### src/design/lsu_params.svh
`ifndef LSU_PARAMS_SVH
`define LSU_PARAMS_SVH

// datapath and register file
`define LSU_XLEN      64
`define LSU_NREGS     32

// data ram depth in doublewords
`define LSU_RAM_WORDS 256

// major opcodes
`define LSU_OP_LOAD   7'b0000011
`define LSU_OP_STORE  7'b0100011
`define LSU_OP_IMM    7'b0010011

`endif

### src/design/lsu_pkg.sv
`default_nettype none

`include "lsu_params.svh"

package lsu_pkg;

  typedef logic [`LSU_XLEN-1:0] xlen_t;
  typedef logic [4:0]           reg_addr_t;

  // addi and loads
  typedef struct packed {
    logic [11:0] imm;
    reg_addr_t   rs1;
    logic [2:0]  funct3;
    reg_addr_t   rd;
    logic [6:0]  opcode;
  } i_fmt_t;

  // stores
  typedef struct packed {
    logic [6:0]  imm_hi;
    reg_addr_t   rs2;
    reg_addr_t   rs1;
    logic [2:0]  funct3;
    logic [4:0]  imm_lo;
    logic [6:0]  opcode;
  } s_fmt_t;

  typedef union packed {
    i_fmt_t i;
    s_fmt_t s;
  } inst_u;

  typedef enum logic [1:0] {
    MEM_NONE  = 2'd0,
    MEM_LOAD  = 2'd1,
    MEM_STORE = 2'd2
  } mem_op_e;

  // matches funct3[1:0] of loads and stores
  typedef enum logic [1:0] {
    SIZE_B = 2'd0,
    SIZE_H = 2'd1,
    SIZE_W = 2'd2,
    SIZE_D = 2'd3
  } mem_size_e;

  typedef struct packed {
    reg_addr_t rd;
    logic      wr;
  } pend_t;

  typedef struct packed {
    xlen_t     base;
    xlen_t     offset;
    xlen_t     st_data;
    mem_op_e   mem_op;
    mem_size_e size;
    logic      uns;
    reg_addr_t rd;
    logic      wr_ena;
  } dec_to_ex_t;

  typedef struct packed {
    xlen_t     result;
    xlen_t     st_data;
    mem_op_e   mem_op;
    mem_size_e size;
    logic      uns;
    reg_addr_t rd;
    logic      wr_ena;
  } ex_to_mem_t;

  typedef struct packed {
    reg_addr_t rd;
    logic      wr_ena;
    xlen_t     data;
  } mem_to_wb_t;

endpackage

`default_nettype wire

### src/design/writeback_regfile.sv
`timescale 1ns/10ps
`default_nettype none

`include "lsu_params.svh"

module writeback_regfile import lsu_pkg::*; (
  input  logic       clk,
  input  logic       rst,
  input  logic       in_valid,
  input  mem_to_wb_t in_bus,
  output logic       in_allowin,
  input  reg_addr_t  rs1_addr,
  input  reg_addr_t  rs2_addr,
  output xlen_t      rs1_data,
  output xlen_t      rs2_data,
  output logic       retire_valid,
  output reg_addr_t  retire_rd,
  output xlen_t      retire_data
);

  // entry 0 is never written
  xlen_t regs [0:`LSU_NREGS-1];
  logic  wr;

  function automatic xlen_t read_port(reg_addr_t a);
    if (a == '0) begin
      read_port = '0;
    end else if (wr && in_bus.rd == a) begin
      read_port = in_bus.data;
    end else begin
      read_port = regs[a];
    end
  endfunction

  initial begin
    for (int i = 0; i < `LSU_NREGS; i++) begin
      regs[i] = '0;
    end
  end

  assign wr         = in_valid && in_bus.wr_ena && (in_bus.rd != '0);
  assign in_allowin = 1'b1;

  // write-first reads
  always_comb begin
    rs1_data = read_port(rs1_addr);
    rs2_data = read_port(rs2_addr);
  end

  always_ff @(posedge clk) begin
    if (wr) begin
      regs[in_bus.rd] <= in_bus.data;
      retire_rd       <= in_bus.rd;
      retire_data     <= in_bus.data;
    end
  end

  always_ff @(posedge clk) begin
    if (rst) begin
      retire_valid <= 1'b0;
    end else begin
      retire_valid <= wr;
    end
  end

endmodule

`default_nettype wire

### config.mk
export PLATFORM = sky130hd
export DESIGN_NAME = writeback_regfile
export DESIGN_NICKNAME = d
export VERILOG_FILES = /design/src/design/lsu_pkg.sv /design/src/design/writeback_regfile.sv
export VERILOG_INCLUDE_DIRS = /design/src /design/src/design
export SDC_FILE = /design/constraint.sdc
export NUM_CORES = 2
export LEC_CHECK = 0
export ABC_CLOCK_PERIOD_IN_PS = 5500
export BUFFER_PORTS_ARGS = -buffer_cell sky130_fd_sc_hd__buf_2
export CAP_MARGIN = 30
export CORE_MARGIN = 10
export CORE_UTILIZATION = 35
export DETAILED_ROUTE_END_ITERATION = 10
export PLACE_DENSITY_LB_ADDON = 0.08
export SLEW_MARGIN = 20
export SYNTH_ARGS = -nofsm -noshare
export SYNTH_HDL_FRONTEND = slang
export SYNTH_SLANG_ARGS = --single-unit
### constraint.sdc
create_clock -name clk -period 5.5 [get_ports clk]
set_input_delay 1.375 -clock clk [delete_from_list [all_inputs] [get_ports clk]]
set_output_delay 1.375 -clock clk [all_outputs]
set_load 0.05 [all_outputs]
; After elaboration in Yosys (flattened, before gate mapping)
; Memories as Yosys holds them, arrays and structs flattened.
; Index checks and enable logic that the tools add are counted.
[op_classes]
reduce_logical = 7
muxes = 6
eq_ne = 2
[op_table]
columns = operator, n
row1 = 64-bit two-way mux, 4
row2 = 5-bit == test, 2
row3 = 5-bit zero test, 2
row4 = 5-bit nonzero test, 1
row5 = 1-bit logical AND, 4
row6 = 1-bit two-way mux, 2
[word_totals]
memories = 1
output_inout_bits = 199
ramBits = 2048
ff_bits = 70
[memory_table]
columns = memory, depth, width, rd, rd_clocked_by_memory_dff, wr, line
row1 = regs, 32, 64, 2, 0, 1, writeback_regfile.sv:22  ; xlen_t regs [0:`LSU_NREGS-1];

; Depth between registers and ports, before layout
[logic_depth]
ltp_word = 5
mapped_depth = 11
depth_no_buf = 5

; Worst setup path before layout
; Ideal clock, no wire load.
[synth_path]
path_type = input port to flip-flop
startpoint = input port in_bus[69] (netlist bit)
endpoint = memory regs[20][0] (netlist bit) (enable)
setup_ns = 0.486
arrival_time_ns = 5.020
cell_stages = 6
path_slack_ns = -0.007
t_required_ns = 5.014
cell_sequence = buf_2 > or3_4 > o311ai_4 > or3_1 > clkbuf_1 > nor2_1
[synth_between]
elab_chain_cells = 4
[synth_lines]
columns = item, line
row1 = from (decl), writeback_regfile.sv:10  ; input mem_to_wb_t in_bus,
row2 = 5-bit nonzero test, writeback_regfile.sv:41  ; assign wr = in_valid && in_bus.wr_ena && (in_bus.rd != '0);
row3 = 1-bit logical AND, writeback_regfile.sv:41
row4 = 1-bit two-way mux, writeback_regfile.sv:51  ; if (wr) begin
row5 = 1-bit two-way mux (implied by the code), writeback_regfile.sv:52  ; regs[in_bus.rd] <= in_bus.data;
row6 = to (decl), writeback_regfile.sv:22
; Parallel ways exist; a longest one is shown, timed or not.

; Final worst setup path
[layout_path]
startpoint = input port rs2_addr[0]
endpoint = output port rs2_data[20]
[layout_between]
elab_chain_cells = 4
elab_cells_between_ends = 6
cone_classes = eq/ne: 1 / mux: 2 / reduce/logical: 2 / memory: 1
[layout_lines]
columns = item, line
row1 = from (decl), writeback_regfile.sv:13  ; input reg_addr_t rs2_addr,
row2 = branches (longest 3 deep; another with memory read 32 x 64 bit), -
row3 = 64-bit two-way mux (*), writeback_regfile.sv:26  ; if (a == '0) begin
row4 = to (decl), writeback_regfile.sv:15  ; output xlen_t rs2_data,
; Every way passes the cells marked *.

==> flow_metrics.tcl <==
set metrics [dict create \
    status "finished with violations" \
    violations "negative setup slack" \
    layout.nets 5866 \
    start_util_pct 35.2 \
    period_share_pct 100 \
    final_util_pct 42.3 \
    grt_pass1_wl_um 524000 \
    cp_common_cell "buf_4" \
    holdBufCountCts 0 \
    finalWeightedCongestion 0.802 \
    use_met1_pct 35.9 \
    ys_warn_count 0 \
    p_per_area_mw_per_mm2 331 \
    holdPathEnd "retire_valid$_SDFF_PP0_" \
    worst_hold_path_type "in -> reg" \
    synth_seq_cells 2118 \
    cts.sinks 2118 \
    clk_pin_slew_ps 60 \
    setup_ws_ps -14.7 \
    crit_arrival_ps 4140 \
    synthArstFlopShare_pct 0 \
    slowest_stage "nor4_2" \
    grt_util_met3_pct 3.83 \
    peakVddDrop_v 0.000288 \
    required_ps 4120 \
    port_buffers 280 \
    synth_top_area_share_pct 65.3 \
    first_pass_iters 6 \
    ios 282 \
    final_cells 9697 \
    wirelength_um 385000 \
    hold_ws_ps 612 \
    yosysTopAreaCell "edfxtp_1" \
    synth-main-ff-cell "edfxtp_1" \
    core_area_mm2 0.277 \
    hold_path_depth 2 \
    drtIter0Drc 6981 \
    grt_max_degree 70 \
    syn_inst 5103 \
    syn_area_mm2 0.0973 \
    cap_violations 0 \
    synthTopCellsByArea "edfxtp_1 (65%), mux4_2 (19%), mux2i_1 (4.3%)" \
    synth_area_per_cell_um2 19.1 \
    wl_per_cell_um 39.7 \
    rsz0062_at_grt "false" \
    cts_buffers 245 \
    critPathLaunchType "input pin" \
    critPathKind "in -> out" \
    holdCritStartpoint "rst" \
    die_w_um 547 \
    fmax_mhz 181 \
    die_h_um 547 \
    synthToLayoutAreaGrowth_pct 20.1 \
    vias 59800 \
    worst_pin_slew_ps 954 \
    slew-limit-headroom_pct 36.4 \
    htree_levels 4 \
    die_area_mm2 0.300 \
    finalSetupViolations 1 \
    finalHoldViolCount 0 \
    drive_gt1_share_pct 34.6 \
    crit_fanout 14 \
    top_usage_layer "met2" \
    gr-usage-met2_pct 39.3 \
    grt_remaining_overflow 0 \
    cts_tree "done" \
    grt_pass1_vias 61200 \
    num_rows 193 \
    antenna_found_initial 10 \
    synth_edf_count 2117 \
    fin_crit_ps 5510 \
    layout_common_cells "edfxtp_1 (2117), mux4_2 (816), mux2i_1 (416), buf_4 (365), buf_12 (251)" \
    dp_hpwl_um 230000 \
    path_cells "buf_12, buf_16, buf_8, mux4_2, o22ai_4, nor4_1, nor4_2, buf_4, nor2_1, buf_4" \
    synth_cell_type_count 75 \
    antenna_left 0 \
    slowest_delay_ps 670 \
    dpl.cell_count 9237 \
    mostFrequentLayoutCell "edfxtp_1" \
    yosysSeqAreaShare_pct 65.3 \
    viasPerCell 6.17 \
    power.leakage_nw 38.3 \
    route.detailed.drc 0 \
    cts_root_buffer "clkbuf_16" \
    cts_buffer_depth 4 \
    endpoint_kind "primary output" \
    pre_cts_ws_ps -486 \
    total_power_w 0.0387 \
    grtUsageTotal_pct 24.9 \
    slew_viol_final 0 \
]
-- layout make-up --
type                            instances  area (µm²)
Antenna cell                            4        10.0
Clock buffer                          298        6370
Clock inverter                        154        1440
Fill cell                           24400      160000
Inverter                                7        37.5
Multi-Input combinational cell       2610       32000
Sequential cell                      2118       63600
Tap cell                             3705        4640
Timing Repair Buffer                  801        8800
-- metrics by stage --
stage          area, µm²  setup TNS [ps]
3_3_place_gp      109000           -1080
4_1_cts           117000               0
6_report          117000           -14.7
5_1_grt           117000               0
2_1_floorplan      97600           -2060
3_5_place_dp      109000            -990
-- worst max-delay path, delay by kind of cell --
kind / cells / cell delay, ps
simple gates: 3 / 860
compound gates: 1 / 240
buf+inv: 5 / 980
mux: 1 / 630
-- synthesized netlist by cell type (6+ instances only) --
| master | number |
|---|---|
| edfxtp_1 | 2117 |
| mux4_2 | 816 |
| mux2i_1 | 417 |
| clkbuf_1 | 173 |
| a22oi_1 | 152 |
| o22ai_1 | 136 |
| buf_2 | 131 |
| a21oi_1 | 107 |
| nor2_1 | 106 |
| nand2_1 | 97 |
| buf_4 | 78 |
| o221ai_1 | 70 |
| o21ai_0 | 61 |
| a211oi_1 | 60 |
| a221oi_1 | 57 |
| nand3_1 | 52 |
| a32o_1 | 49 |
| nor3_1 | 46 |
| a22o_1 | 40 |
| mux2_2 | 34 |
| a221o_1 | 27 |
| buf_1 | 23 |
| o21ai_1 | 21 |
| buf_6 | 19 |
| o22a_1 | 19 |
| o211a_1 | 18 |
| nor2b_1 | 16 |
| o21a_1 | 13 |
| o21bai_1 | 11 |
| nor4_1 | 10 |
| o211ai_1 | 10 |
| a31oi_1 | 8 |
| xnor2_1 | 8 |
| a2111oi_0 | 6 |
| nand3b_1 | 6 |
| or4_1 | 6 |
-- flip-flops by register name (all words and copies together), names as in the netlist --
register and count:
retire_data 64, regs 2048, retire_rd 5, retire_valid 1
-- kinds of logic (layout without fill, tap and decap cells) --
logic type | count (synthesis) | count (layout) | share of synthesized area, %
compound gates | 875 | 875 | 6.61
xor+xnor | 10 | 10 | 0.0900
buf+inv | 438 | 1260 | 2.39
flops | 2118 | 2118 | 65.3
mux | 1271 | 1271 | 23.6
other cells | 2 | 69 | 0.00772
simple gates | 389 | 389 | 1.96
-- report_power, final --
| group | switching (W) | internal (W) | leakage, nW |
|---|---|---|---|
| logic | 0.00275 | 0.00174 | 15.4 |
| clock network | 0.00699 | 0.00921 | 3.80 |
| registers | 0.0000733 | 0.0180 | 19.1 |
| total | 0.00981 | 0.0289 | 38.3 |
-- how the worst max path moves through the flow --
stage                           start               endpoint  slack, ps  depth (start not counted)
final                     rs2_addr[0]           rs2_data[20]        -10                         10
after detailed placement  rs2_addr[0]           rs2_data[20]       -490                         10
after global placement    rs2_addr[0]           rs2_data[20]       -530                         10
after CTS                 rs2_addr[0]           rs2_data[20]          3                          9
after floorplan            in_bus[69]  regs[20][0]$_DFFE_PP_         -7                          6
after global routing      rs2_addr[0]           rs2_data[20]         20                         10
-- routing by layer --
layer / wire (µm) / vias up
met2: 179000 / 2675
met1: 169000 / 33100
li1: - / 23500
met4: 10900 / 2
met3: 25900 / 515
met5: 10 / -
-- timing repair --
item | CTS | global route
pin swaps | 1 | 2
setup buffers | 3 | 1
resized for setup | 6 | 12
endpoints found under the setup margin | 7 | 8
cloned | 0 | 0
No activity file was read; power rests on OpenSTA's default activity.
