<file path="src/design/lsu_params.svh">
`ifndef LSU_PARAMS_SVH
`define LSU_PARAMS_SVH

// datapath and register file
`define LSU_XLEN      64
`define LSU_NREGS     32

// data ram depth in doublewords
`define LSU_RAM_WORDS 256

// major opcodes
`define LSU_OP_LOAD   7'b0000011
`define LSU_OP_STORE  7'b0100011
`define LSU_OP_IMM    7'b0010011

`endif

</file>
<file path="src/design/lsu_pkg.sv">
`default_nettype none

`include "lsu_params.svh"

package lsu_pkg;

  typedef logic [`LSU_XLEN-1:0] xlen_t;
  typedef logic [4:0]           reg_addr_t;

  // addi and loads
  typedef struct packed {
    logic [11:0] imm;
    reg_addr_t   rs1;
    logic [2:0]  funct3;
    reg_addr_t   rd;
    logic [6:0]  opcode;
  } i_fmt_t;

  // stores
  typedef struct packed {
    logic [6:0]  imm_hi;
    reg_addr_t   rs2;
    reg_addr_t   rs1;
    logic [2:0]  funct3;
    logic [4:0]  imm_lo;
    logic [6:0]  opcode;
  } s_fmt_t;

  typedef union packed {
    i_fmt_t i;
    s_fmt_t s;
  } inst_u;

  typedef enum logic [1:0] {
    MEM_NONE  = 2'd0,
    MEM_LOAD  = 2'd1,
    MEM_STORE = 2'd2
  } mem_op_e;

  // matches funct3[1:0] of loads and stores
  typedef enum logic [1:0] {
    SIZE_B = 2'd0,
    SIZE_H = 2'd1,
    SIZE_W = 2'd2,
    SIZE_D = 2'd3
  } mem_size_e;

  typedef struct packed {
    reg_addr_t rd;
    logic      wr;
  } pend_t;

  typedef struct packed {
    xlen_t     base;
    xlen_t     offset;
    xlen_t     st_data;
    mem_op_e   mem_op;
    mem_size_e size;
    logic      uns;
    reg_addr_t rd;
    logic      wr_ena;
  } dec_to_ex_t;

  typedef struct packed {
    xlen_t     result;
    xlen_t     st_data;
    mem_op_e   mem_op;
    mem_size_e size;
    logic      uns;
    reg_addr_t rd;
    logic      wr_ena;
  } ex_to_mem_t;

  typedef struct packed {
    reg_addr_t rd;
    logic      wr_ena;
    xlen_t     data;
  } mem_to_wb_t;

endpackage

`default_nettype wire

</file>
<file path="src/design/execute_stage.sv">
`timescale 1ns/10ps
`default_nettype none

module execute_stage import lsu_pkg::*; (
  input  logic       clk,
  input  logic       rst,
  input  logic       in_valid,
  input  dec_to_ex_t in_bus,
  output logic       in_allowin,
  output logic       out_valid,
  output ex_to_mem_t out_bus,
  input  logic       out_allowin,
  output pend_t      pend
);

  logic       valid;
  dec_to_ex_t bus_r;

  // single-cycle adder that never holds on its own
  assign in_allowin = !valid || out_allowin;
  assign out_valid  = valid;

  always_ff @(posedge clk) begin
    if (rst) begin
      valid <= 1'b0;
    end else if (in_allowin) begin
      valid <= in_valid;
    end
  end

  always_ff @(posedge clk) begin
    if (in_valid && in_allowin) begin
      bus_r <= in_bus;
    end
  end

  // addi result or effective address
  always_comb begin
    out_bus.result  = bus_r.base + bus_r.offset;
    out_bus.st_data = bus_r.st_data;
    out_bus.mem_op  = bus_r.mem_op;
    out_bus.size    = bus_r.size;
    out_bus.uns     = bus_r.uns;
    out_bus.rd      = bus_r.rd;
    out_bus.wr_ena  = bus_r.wr_ena;
  end

  assign pend.rd = bus_r.rd;
  assign pend.wr = valid && bus_r.wr_ena;

endmodule

`default_nettype wire

</file>
<file path="config.mk">
export PLATFORM = sky130hd
export DESIGN_NAME = execute_stage
export DESIGN_NICKNAME = d
export VERILOG_FILES = /design/src/design/lsu_pkg.sv /design/src/design/execute_stage.sv
export VERILOG_INCLUDE_DIRS = /design/src /design/src/design
export SDC_FILE = /design/constraint.sdc
export NUM_CORES = 1
export LEC_CHECK = 0
export ABC_CLOCK_PERIOD_IN_PS = 7690
export BUFFER_PORTS_ARGS = -buffer_cell sky130_fd_sc_hd__buf_2
export CORE_MARGIN = 2
export CORE_UTILIZATION = 51
export DETAILED_ROUTE_END_ITERATION = 10
export MAX_ROUTING_LAYER = met4
export PLACE_DENSITY_LB_ADDON = 0.25
export SYNTH_ARGS = -nofsm -noshare
export SYNTH_HDL_FRONTEND = slang
export SYNTH_SLANG_ARGS = --single-unit
</file>
<file path="constraint.sdc">
create_clock -name clk -period 7.69 [get_ports clk]
set_input_delay 0.769 -clock clk [delete_from_list [all_inputs] [get_ports clk]]
set_output_delay 0.769 -clock clk [all_outputs]
set_load 0.005 [all_outputs]
</file>
### After elaboration in Yosys (flattened, before gate mapping)

Index checks and enable logic that the tools add are counted.

| word-level totals | value |
|---|---|
| register bits | 204 |
| output and inout bits | 147 |

| operators by class | value |
|---|---|
| add/sub/neg operators | 1 |
| reduce and logical (&&, ||, !) cells | 4 |

Operators by type and width:

| kind | count |
|---|---|
| $add A64 B64 Y64 | 1 |
| $logic_and A1 B1 Y1 | 2 |
| $logic_not A1 Y1 | 1 |
| $logic_or A1 B1 Y1 | 1 |

### Longest topological paths before layout

| depth | value |
|---|---|
| depth in word-level cells | 3 |
| depth in mapped cells | 11 |
| mapped depth without buffers | 11 |

### Worst setup path before layout

Ideal clock, no wire load.

| timing | value |
|---|---|
| path kind | input to register |
| start | in out_allowin |
| end | reg bus_r[100] (netlist bit), enable pin |
| required time | 7.101 ns |
| stages | 2 |
| path buffers | 0 |
| setup slack | 1.537 ns |
| arrival time | 5.564 ns |
| cells stage by stage | nand2b_1 and2_1 |

| between the ends | value |
|---|---|
| word-level cells in the longest chain between the ends | 2 |

RTL lines:

| element | RTL line | RTL |
|---|---|---|
| from (decl) | execute_stage.sv:12 | `input logic out_allowin,` |
| $logic_or A1 B1 Y1 | execute_stage.sv:20 | `assign in_allowin = !valid \|\| out_allowin;` |
| $logic_and A1 B1 Y1 | execute_stage.sv:32 | `if (in_valid && in_allowin) begin` |
| to (signal assigned) | execute_stage.sv:33 | `bus_r <= in_bus;` |
| to (decl) | execute_stage.sv:17 | `dec_to_ex_t bus_r;` |

Every way passes these cells.
A chain may end at the register's enable or synchronous reset.

==> flow_results.org <==
** Status
- The flow ran to the end, and the final reports show no timing, DRC or antenna violations.

** Setup path
- Top fanout value on the critical path :: 3
- Origin of the worst setup path :: bus_r[75]
- Setup slack on the worst flop-to-flop path :: 5.21 ns
- Worst Setup Path Type :: register to output port
- Reg-to-Reg End :: bus_r[197]
- STA classifies the critical path endpoint as an output port.
- At the worst endpoint, the required time is 6.92 ns.
- STA classifies the critical path startpoint as a register.
- Length in cells of the worst reg-to-reg path :: 3
- For the worst setup path, the data arrival time is 3.70 ns.
- In this run the critical register-to-register path is launched from out_valid.
- The critical path ends at out_bus[113].

** Floorplanning
- 354 I/O pins were placed.
- The floorplan step set the die width to 148 um.
- Initial Util :: 0.522
- Area enclosed by the die boundary :: 0.0219 mm^2
- Measured along the y axis, the die boundary spans 148 um.
- Core region area :: 0.0203 mm^2
- Number of placement rows :: 52

** Route
- Average routed wire per standard cell :: 18.2 um
- Count of routing violations after the opening detailed-route iteration :: 472
- The first detailed-routing pass ran for 7 iterations.
- The detail route stage leaves a number of antenna-violating nets equal to 0.
- Total wire length after detailed routing :: 26.0 mm
- DRC Markers :: 0
- Dividing the detail-routed via count by the number of cells gives 5.36.
- Total number of vias :: 7623

** Cells and area
- The finished cells cover 0.0127 mm^2.
- Once layout is complete, the utilization of the core stands at 0.628.
- For this run, the number of standard cells in the final layout without fillers is 1423.
- Relative area change from synthesis to final layout :: 20.2%
- The net count of the finished layout is 1402.
- Ratio of cells with drive above 1 in the final layout :: 0.358

** Synth
- The synthesized design contains 204 register bits.
- Synthesis produced a netlist with a net count of 1126.
- Most used DFF post-synth :: sky130_fd_sc_hd__edfxtp_1
- For this run, asynchronously set or reset flops after synthesis account for 0.
- By area the synthesized netlist is led by sky130_fd_sc_hd__edfxtp_1, sky130_fd_sc_hd__ha_1, sky130_fd_sc_hd__buf_4.
- Portion of synthesized cell area occupied by the leading cell type :: 0.575
- Counting flops with a built-in enable in the synthesized netlist gives 203.
- Cell area after synthesis :: 0.0106 mm^2
- The largest total area in the synthesized netlist belongs to sky130_fd_sc_hd__edfxtp_1.
- The average instance in the mapped netlist occupies 12.4 um^2.
- Count of synthesis-stage warnings from yosys :: 0
- Sequential-to-total area share from yosys stat :: 0.577
- Cell count after synthesis :: 855
- The netlist uses 68 different library cells.
- Yosys instantiated no cell more often than sky130_fd_sc_hd__edfxtp_1.
- Counting instances in the post-synthesis netlist gives the leading cell types as sky130_fd_sc_hd__edfxtp_1, sky130_fd_sc_hd__buf_4, sky130_fd_sc_hd__a21oi_1, sky130_fd_sc_hd__ha_1, sky130_fd_sc_hd__nand2_1.

** Timing
- Derived from the worst setup path, the maximum achievable clock frequency is 0.224 GHz.
- Headroom to the max-slew limit came out at 0.313.
- Setup slack on the critical path of the routed design comes to 3.22 ns.
- Number of pins with negative max-slew slack in the final report :: 0
- In the finished design, the share of the clock period the worst path needs comes to 0.581.
- Post-layout minimum cycle time :: 4.47 ns
- Summed negative setup slack over all endpoints :: 0 ns
- Transition time at the pin with the least slew margin :: 1.03 ns
- Endpoints failing setup :: 0
- For the final database, setup skew stands at 0.0122 ns.
- The hold violation total from the final report was 0.
- Setup repair after global routing left no endpoint under its margin.

** Power and ir drop
- Summed over all cells, the static leakage comes to 5.38 nW.
- Dividing total power by cell area gives a power density of 232 mW/mm^2.
- The worst-case IR drop observed on VDD is 0.206 mV.

** GRT
- Met1 Usage GRT :: 0.293
- The via count of the first global-routing pass came to 7464.
- For this run, the total global-route usage over all layers was measured as 0.236.
- Global-route track usage on met3 :: 0.0555
- Top Usage Layer GRT :: met2
- The initial antenna violation count was 4.
- Entering global routing, the biggest net connects 81 pins.
- For met2 alone, demand over resource in global routing was 0.383.
- Remaining Overflow, GRT :: 0
- The first global-routing pass estimated 39.4 mm of wire.

** Clock network
- Clk buf depth :: 3
- After clock tree synthesis, the setup repair step added 0 buffers.
- CTS tree :: yes
- Number of hold buffers added after CTS :: 0
- Clk root buf :: sky130_fd_sc_hd__clkbuf_16
- Number of gates resized after cts :: 0
- H-tree Lvls :: 1
- At the later pin of the worst-skew pair, clock insertion delay measures 0.52 ns.
- The clock net in this run drives a total of 204 sinks.
- In this run, CTS created clock tree buffers numbering 22.
- Clk pin slew, worst setup/hold paths :: 0.06 ns

** Placement
- Number of buffers inserted by port buffering :: 353
- In this run the cell area measured after placement is 0.0120 mm^2.
- In this run, placement finished with an instance count of 1377.
- At the placement stage, the worst setup path has a slack of 3.77 ns.
- Detailed placement finished with a half-perimeter wire length of 20.3 mm.
- Routability-driven placement finished with a final weighted congestion of 0.909.

** Hold path
- In this run the worst hold path is classified as primary input to register.

** Job
- Max-cap violations in this run came to 0.
final cells by class:
class / count / area [um^2]
clock buffer: 28 / 573
clock inverter: 12 / 136
inverter: 20 / 75.1
multi-input combinational: 528 / 3710
sequential: 204 / 6120
timing repair buffer: 355 / 1780
tap: 270 / 338
antenna: 6 / 15.0
fill: 1617 / 7560
placed cells by master, fill, tap and decap left out, drive strengths merged, types with 3 or more instances in the layout:
master	instances
nor3	9
or3	3
ha	63
clkbuf	28
a211oi	5
nor2b	7
inv	21
xnor2	40
nor2	44
o31a	3
o221ai	3
nand3b	4
nand2b	4
nand4	16
o211ai	3
diode	6
edfxtp	203
buf	355
nand2	50
or2	3
o21a	6
a21boi	6
xor2	19
nor4	4
and4	3
and3	5
and2	6
a21oi	79
clkinv	9
o21ai	45
a31oi	9
nand3	20
o21bai	16
a21o	30
cells by family (layout without fill, tap and decap cells):
group	Yosys count	count (layout)	synth area share
buffers and inverters	123	415	0.0733
XOR/XNOR	59	59	0.0488
AND/OR/NAND/NOR	184	184	0.0874
adder cells (fa/ha/maj)	64	64	0.0763
AO/OA/AOI/OAI	221	221	0.137
other	0	6	0
flip-flops	204	204	0.577
metal layers:
metal	vias to the layer above	wire [um]
met1	3560	10500
li1	3684	-
met5	-	0
met3	52	2090
met2	327	12600
met4	0	837
power by group:
group	total [W]	switching, W	leakage [nW]	internal, W
Clock	0.00103	0.000429	0.349	0.000601
Sequential	0.00132	0.0000183	1.97	0.00130
Combinational	0.000607	0.000346	3.05	0.000261
Total	0.00296	0.000794	5.38	0.00216
flip-flops by register name, summed over array words and instances (netlist names):
signal	cells
bus_r	128
out_bus	75
out_valid	1
stage by stage:
stage               hold WS, ns  total power [W]
floorplan                 0.531          0.00173
global placement          0.515          0.00194
detailed placement        0.534          0.00195
CTS                       0.371          0.00299
global route              0.386          0.00309
finish                    0.398          0.00296
worst min path at each step:
stage                     slack (ns)   startpoint    endpoint  cells after the start
after global placement          0.52    out_valid   out_valid                      2
after floorplan                 0.53    out_valid   out_valid                      2
after detailed placement        0.53    out_valid   out_valid                      2
after CTS                       0.37          rst   out_valid                      2
final                           0.40          rst   out_valid                      2
after global routing            0.39  in_bus[119]  bus_r[119]                      1
worst max-delay path, stage by stage (launching register included):
cell and delay (ns):
sky130_fd_sc_hd__edfxtp_1 0.36, sky130_fd_sc_hd__ha_1 0.25, sky130_fd_sc_hd__fa_1 0.41, sky130_fd_sc_hd__a21oi_1 0.22, sky130_fd_sc_hd__nor2_1 0.10, sky130_fd_sc_hd__nor4_2 0.36, sky130_fd_sc_hd__or2_1 0.20, sky130_fd_sc_hd__o21ai_1 0.13
sky130_fd_sc_hd__a41oi_1 0.45, sky130_fd_sc_hd__o21ai_1 0.16, sky130_fd_sc_hd__a21oi_1 0.20, sky130_fd_sc_hd__xnor2_1 0.18, sky130_fd_sc_hd__buf_2 0.16
(Power assumes the default switching activity.)
