$ cat src/design/lsu_params.svh
`ifndef LSU_PARAMS_SVH
`define LSU_PARAMS_SVH

// datapath and register file
`define LSU_XLEN      64
`define LSU_NREGS     32

// data ram depth in doublewords
`define LSU_RAM_WORDS 256

// major opcodes
`define LSU_OP_LOAD   7'b0000011
`define LSU_OP_STORE  7'b0100011
`define LSU_OP_IMM    7'b0010011

`endif

$ cat src/design/lsu_pkg.sv
`default_nettype none

`include "lsu_params.svh"

package lsu_pkg;

  typedef logic [`LSU_XLEN-1:0] xlen_t;
  typedef logic [4:0]           reg_addr_t;

  // addi and loads
  typedef struct packed {
    logic [11:0] imm;
    reg_addr_t   rs1;
    logic [2:0]  funct3;
    reg_addr_t   rd;
    logic [6:0]  opcode;
  } i_fmt_t;

  // stores
  typedef struct packed {
    logic [6:0]  imm_hi;
    reg_addr_t   rs2;
    reg_addr_t   rs1;
    logic [2:0]  funct3;
    logic [4:0]  imm_lo;
    logic [6:0]  opcode;
  } s_fmt_t;

  typedef union packed {
    i_fmt_t i;
    s_fmt_t s;
  } inst_u;

  typedef enum logic [1:0] {
    MEM_NONE  = 2'd0,
    MEM_LOAD  = 2'd1,
    MEM_STORE = 2'd2
  } mem_op_e;

  // matches funct3[1:0] of loads and stores
  typedef enum logic [1:0] {
    SIZE_B = 2'd0,
    SIZE_H = 2'd1,
    SIZE_W = 2'd2,
    SIZE_D = 2'd3
  } mem_size_e;

  typedef struct packed {
    reg_addr_t rd;
    logic      wr;
  } pend_t;

  typedef struct packed {
    xlen_t     base;
    xlen_t     offset;
    xlen_t     st_data;
    mem_op_e   mem_op;
    mem_size_e size;
    logic      uns;
    reg_addr_t rd;
    logic      wr_ena;
  } dec_to_ex_t;

  typedef struct packed {
    xlen_t     result;
    xlen_t     st_data;
    mem_op_e   mem_op;
    mem_size_e size;
    logic      uns;
    reg_addr_t rd;
    logic      wr_ena;
  } ex_to_mem_t;

  typedef struct packed {
    reg_addr_t rd;
    logic      wr_ena;
    xlen_t     data;
  } mem_to_wb_t;

endpackage

`default_nettype wire

$ cat src/design/decode_stage.sv
`timescale 1ns/10ps
`default_nettype none

`include "lsu_params.svh"

module decode_stage import lsu_pkg::*; (
  input  logic       clk,
  input  logic       rst,
  input  logic       in_valid,
  input  inst_u      in_inst,
  output logic       in_allowin,
  input  pend_t      ex_pend,
  input  pend_t      mem_pend,
  output reg_addr_t  rs1_addr,
  output reg_addr_t  rs2_addr,
  input  xlen_t      rs1_data,
  input  xlen_t      rs2_data,
  output logic       out_valid,
  output dec_to_ex_t out_bus,
  input  logic       out_allowin
);

  logic        valid;
  inst_u       inst_r;
  logic [6:0]  opcode;
  logic        is_load;
  logic        is_store;
  logic        is_imm;
  logic        hazard;
  logic        ready_go;
  logic [11:0] imm12;

  function automatic logic pend_hit(reg_addr_t r, pend_t p);
    pend_hit = (r != '0) && p.wr && (p.rd == r);
  endfunction

  assign opcode   = inst_r.i.opcode;
  assign is_load  = opcode == `LSU_OP_LOAD;
  assign is_store = opcode == `LSU_OP_STORE;
  assign is_imm   = opcode == `LSU_OP_IMM;

  // rs1 sits at the same bits in both formats
  assign rs1_addr = inst_r.i.rs1;
  assign rs2_addr = inst_r.s.rs2;

  // rs2 is only a real source for stores
  assign hazard = pend_hit(rs1_addr, ex_pend) || pend_hit(rs1_addr, mem_pend) ||
                  (is_store && (pend_hit(rs2_addr, ex_pend) || pend_hit(rs2_addr, mem_pend)));

  assign ready_go   = !hazard;
  assign in_allowin = !valid || (ready_go && out_allowin);
  assign out_valid  = valid && ready_go;

  always_ff @(posedge clk) begin
    if (rst) begin
      valid <= 1'b0;
    end else if (in_allowin) begin
      valid <= in_valid;
    end
  end

  always_ff @(posedge clk) begin
    if (in_valid && in_allowin) begin
      inst_r <= in_inst;
    end
  end

  assign imm12 = is_store ? {inst_r.s.imm_hi, inst_r.s.imm_lo} : inst_r.i.imm;

  always_comb begin
    out_bus.base    = rs1_data;
    out_bus.offset  = {{(`LSU_XLEN-12){imm12[11]}}, imm12};
    out_bus.st_data = rs2_data;
    out_bus.mem_op  = is_load ? MEM_LOAD : (is_store ? MEM_STORE : MEM_NONE);
    out_bus.size    = mem_size_e'(inst_r.i.funct3[1:0]);
    out_bus.uns     = inst_r.i.funct3[2];
    out_bus.rd      = inst_r.i.rd;
    out_bus.wr_ena  = is_load || is_imm;
  end

  // only addi, loads and stores are ever accepted
  a_supported_op: assert property (
    @(posedge clk) disable iff (rst)
    in_valid && in_allowin |=> is_load || is_store || is_imm
  );

endmodule

`default_nettype wire

$ cat config.mk
export PLATFORM = sky130hd
export DESIGN_NAME = decode_stage
export DESIGN_NICKNAME = d
export VERILOG_FILES = /design/src/design/lsu_pkg.sv /design/src/design/decode_stage.sv
export VERILOG_INCLUDE_DIRS = /design/src /design/src/design
export SDC_FILE = /design/constraint.sdc
export NUM_CORES = 1
export LEC_CHECK = 0
export ABC_AREA = 1
export BUFFER_PORTS_ARGS = -buffer_cell sky130_fd_sc_hd__buf_4
export CAP_MARGIN = 15
export CORE_AREA = 2 2 152 154
export CTS_CLUSTER_SIZE = 40
export DETAILED_ROUTE_END_ITERATION = 7
export DIE_AREA = 0 0 154 156
export PLACE_DENSITY_LB_ADDON = 0.05
export SETUP_SLACK_MARGIN = 0.1
export SLEW_MARGIN = 20
export SYNTH_ARGS = -nofsm -noshare
export SYNTH_HDL_FRONTEND = slang
export SYNTH_SLANG_ARGS = --single-unit
$ cat constraint.sdc
create_clock -name clk -period 2.9 [get_ports clk]
set_input_delay 0.58 -clock clk [delete_from_list [all_inputs] [get_ports clk]]
set_output_delay 0.58 -clock clk [all_outputs]
set_load 0.01 [all_outputs]
Word-level counts from Yosys, hierarchy flattened
Index checks and enable logic that the tools add are counted.

cells by class
  equality and inequality tests = 7
  muxes and demuxes = 3
  reductions and logical operators = 21

operators by type and width
  operator            count
  $eq 5x5->1          4
  $logic_and 1x1->1   12
  $reduce_bool 5->1   2
  $eq 7x2->1 const B  1
  $eq 7x5->1 const B  1
  $eq 7x6->1 const B  1
  $logic_or 1x1->1    5
  $mux 5              1
  $mux 2              2
  $logic_not 1->1     2

storage, ports and cells
  flip-flop bits (word level) = 33
  output and inout bits = 215
  word-level logic and storage cells = 33

Longest topological paths before layout
  word-level depth = 10
  gate-level depth with buffers = 10
  mapped depth without buffers = 10

Worst setup path before layout
Ideal clock, no wire load.

  path kind = input -> register
  start point = input ex_pend[5] (netlist bit)
  end point = register inst_r[0] (netlist bit), enable pin
  data arrival time = 2.654 ns
  required time = 2.468 ns
  path slack = -0.186 ns
  stages on the path = 9
  path buffers = 0
  cells stage by stage = inv_1 -> nand2_1 -> nand2_1 -> nor2_1 -> nand3_1 -> nand2_1 -> nand2_2 -> nand3_2 -> a21oi_1

on the way
  word-level cells in the longest chain between the ends = 9
  elaborated cells between the ends (all ways) = 12

ends and longest elaborated chain
  what                   line                text
  start, declared        decode_stage.sv:12  input pend_t ex_pend,
  $eq 5x5->1             decode_stage.sv:34  pend_hit = (r != '0) && p.wr && (p.rd == r);
  $logic_and 1x1->1      decode_stage.sv:34
  $logic_or 1x1->1       decode_stage.sv:48  (is_store && (pend_hit(rs2_addr, ex_pend) || pend_hit(rs2_addr, mem_pend)));
  $logic_and 1x1->1      decode_stage.sv:48
  $logic_or 1x1->1 (*)   decode_stage.sv:47  assign hazard = pend_hit(rs1_addr, ex_pend) || pend_hit(rs1_addr, mem_pend) ||
  $logic_not 1->1 (*)    decode_stage.sv:50  assign ready_go = !hazard;
  $logic_and 1x1->1 (*)  decode_stage.sv:51  assign in_allowin = !valid || (ready_go && out_allowin);
  $logic_or 1x1->1 (*)   decode_stage.sv:51
  $logic_and 1x1->1 (*)  decode_stage.sv:63  if (in_valid && in_allowin) begin
  end signal, assigned   decode_stage.sv:64  inst_r <= in_inst;
  end, declared          decode_stage.sv:24  inst_u inst_r;

Mark *: on every way between the ends. The rest lies on a longest branch, timed or not.
A chain may end at the register's enable or synchronous reset.

Final worst setup path
  start point = register inst_r[23] (netlist bit)
  end point = output out_valid

on the way
  word-level cells in the longest chain between the ends = 8
  elaborated cells between the ends (all ways) = 12

ends and longest elaborated chain
  what                            line                text
  $reduce_bool 5->1               decode_stage.sv:34
  $logic_and 1x1->1 (2 in a row)  decode_stage.sv:34
  $logic_or 1x1->1 (*)            decode_stage.sv:48
  $logic_and 1x1->1 (*)           decode_stage.sv:48
  $logic_or 1x1->1 (*)            decode_stage.sv:47
  $logic_not 1->1 (*)             decode_stage.sv:50
  $logic_and 1x1->1 (*)           decode_stage.sv:52  assign out_valid = valid && ready_go;
  end, declared                   decode_stage.sv:18  output logic out_valid,

Marks and branches as above.

==> results.toml <==
[timing]
finClkSkew_ns = 0.00885
hold_slack_ns = 0.428
hold_viol = 0
max_freq_ghz = 0.435
tightest_slew_ns = 0.461
period_share_pct = 79.3
rsz0062_at_grt = "no"
max_slew_margin_pct = 69.3
period_needed_ns = 2.30
final.setup.worst_slack_ns = 0.601
setup_tns_ns = 0
slew_violations = 0
finalSetupViolations = 0

[yosys]
ys_ff_latch = 33
synthCells = 367
synth_seq_area_share_pct = 32.0
syn_area_um2 = 3060
ys_warn_count = 0
syn_avg_cell_area_um2 = 8.35
synth_cell_type_count = 19
syn_nets = 543

[grt]
grt_pass1_wl_mm = 13.6
grt_max_degree = 54
first_global_vias = 1841
grt_overflow = 0
antenna_found_initial = 1
grtUsageTotal_pct = 8.10

[clock_tree]
cts_hold_buf = 0
clk_latency_ns = 0.29
cts-root-buf = "clkbuf_16"
cts_buffers = 5
cts-htree-levels = 2
cts_tree = "done"
cts_setup_buffers = 0
path_clk_slew_ns = 0.06
post_cts_resized = 0
clock_path_buffers = 2
cts.sinks = 33

[route]
vias = 1805
drt_iter0_drc = 53
ant_nets = 0
routed_wl_mm = 10.1
wl_per_cell_um = 17.2
highest_layer = "met5"
drt-pass1-iter-count = 4
met1_length_mm = 3.51
drc = 0
avgViaCountPerCell = 3.07
dr_wl_met2_mm = 4.39
routed-wl-met3_mm = 1.99

[setup_path]
cp_data_required_time_ns = 2.32
critical_path_class = "reg -> out"
end_kind = "output pin"
start_kind = "flip-flop"
crit_fanout = 4
arrival_ns = 1.72

[finish]
layout_common_cells = "buf_4 (135), nand2_1 (63), edfxtp_1 (32), inv_1 (20), nor2_1 (17)"
diodes = 0
syn_to_final_growth_pct = 0.327
drive_above_1_share_pct = 50.5
fillCellCount = 2519
final_core_util_pct = 13.7
nets = 479
mostFrequentLayoutCell = "buf_4"

[power_and_ir_drop]
pwr-share-comb_pct = 19.3
p_total_mw = 1.50
power_switching_uw = 391
clock_power_share_pct = 41.9
irDropWorstVdd_v = 0.000167
p_sw_share_pct = 26.2
seq_power_share_pct = 38.8
p_leak_nw = 1.42
p_int_mw = 1.10
power.density_nw_per_um2 = 487

[placement]
hpwl_mm = 8.61
io_buffers = 134
pre_cts_ws_ns = 0.578
gp_congestion = 0.730

[status]
status = "complete, no violations"

[die]
dieArea_um2 = 24000
fp.coreArea_um2 = 22400
chipHeight_um = 156
start_util_pct = 13.7
rows = 55
die_x_um = 154
io_pins = 391

[job]
cap_violations = 0

[worst_hold_path]
hold_class = "in -> reg"
synthesized netlist by cell type:
cell | n | share of area, %
nor3_1 | 3 | 0.49
a21oi_2 | 1 | 0.29
nor3b_1 | 1 | 0.25
inv_1 | 20 | 2.5
nand2_1 | 63 | 7.7
edfxtp_1 | 32 | 31
nor3_2 | 1 | 0.33
o21ai_0 | 7 | 1.1
and3_2 | 1 | 0.25
nand3_2 | 1 | 0.33
buf_2 | 1 | 0.16
buf_4 | 206 | 50
a21oi_1 | 1 | 0.16
nand3_1 | 6 | 0.98
nor2_1 | 17 | 2.1
nand2_2 | 2 | 0.41
nor2_2 | 1 | 0.20
dfxtp_1 | 1 | 0.65
inv_2 | 2 | 0.25
worst max-delay path, cell delays in order (launching register included):
cell      delay (ns)
edfxtp_1        0.46
inv_1           0.14
nand2_1         0.08
nand2_1         0.06
nor2_1          0.09
nand3_1         0.11
nand2_1         0.09
nand2_2         0.06
and3_2          0.21
buf_4           0.14
through the flow:
stage / std cells / instance area (um2)
floorplan: 367 / 3070
global placement: 581 / 2910
detailed placement: 581 / 2910
CTS: 588 / 3070
global route: 588 / 3070
finish: 588 / 3070
layer usage:
layer | vias to the layer above | track usage [%]
li1 | 801 | -
met1 | 748 | 7.84
met2 | 233 | 12.0
met3 | 21 | 7.89
met4 | 2 | 2.80
met5 | - | 0
power groups by stage:
| stage | clock network (mW) | logic (mW) | registers (mW) |
|---|---|---|---|
| after floorplan | 0 | 0.362 | 0.590 |
| after global placement | 0 | 0.305 | 0.592 |
| after detailed placement | 0 | 0.298 | 0.592 |
| after CTS | 0.658 | 0.299 | 0.582 |
| after global routing | 0.680 | 0.318 | 0.586 |
| final | 0.627 | 0.288 | 0.581 |
state kept, by name, indices dropped and copies added (netlist names):
register / count
inst_r: 32
valid: 1
area by class of cell:
type,instances,area (um2),share of cell area (%)
inverter,22,82.6,2.69
clock buffer,5,125,4.07
sequential,33,981,31.9
clock inverter,2,35.0,1.14
timing repair buffer,136,1030,33.6
multi-input combinational,105,459,14.9
tap,285,357,11.6
cells by family (layout without fill, tap and decap cells):
group | after synthesis | in the layout | synth area share, %
AOI/OAI and AO/OA | 9 | 9 | 1.59
DFF | 33 | 33 | 32.0
and+or+nand+nor | 96 | 96 | 13.0
buffers and inverters | 229 | 165 | 53.3
path summary, 6_finish.rpt:
check                  start          to  slack (ns)  cells after the start
hold / removal           rst       valid        0.43                      2
hold reg to reg        valid       valid        0.55                      2
setup / recovery  inst_r[23]   out_valid        0.60                      9
setup reg to reg  inst_r[23]  inst_r[25]        0.76                     10
Power figures use the tool's default switching activity.
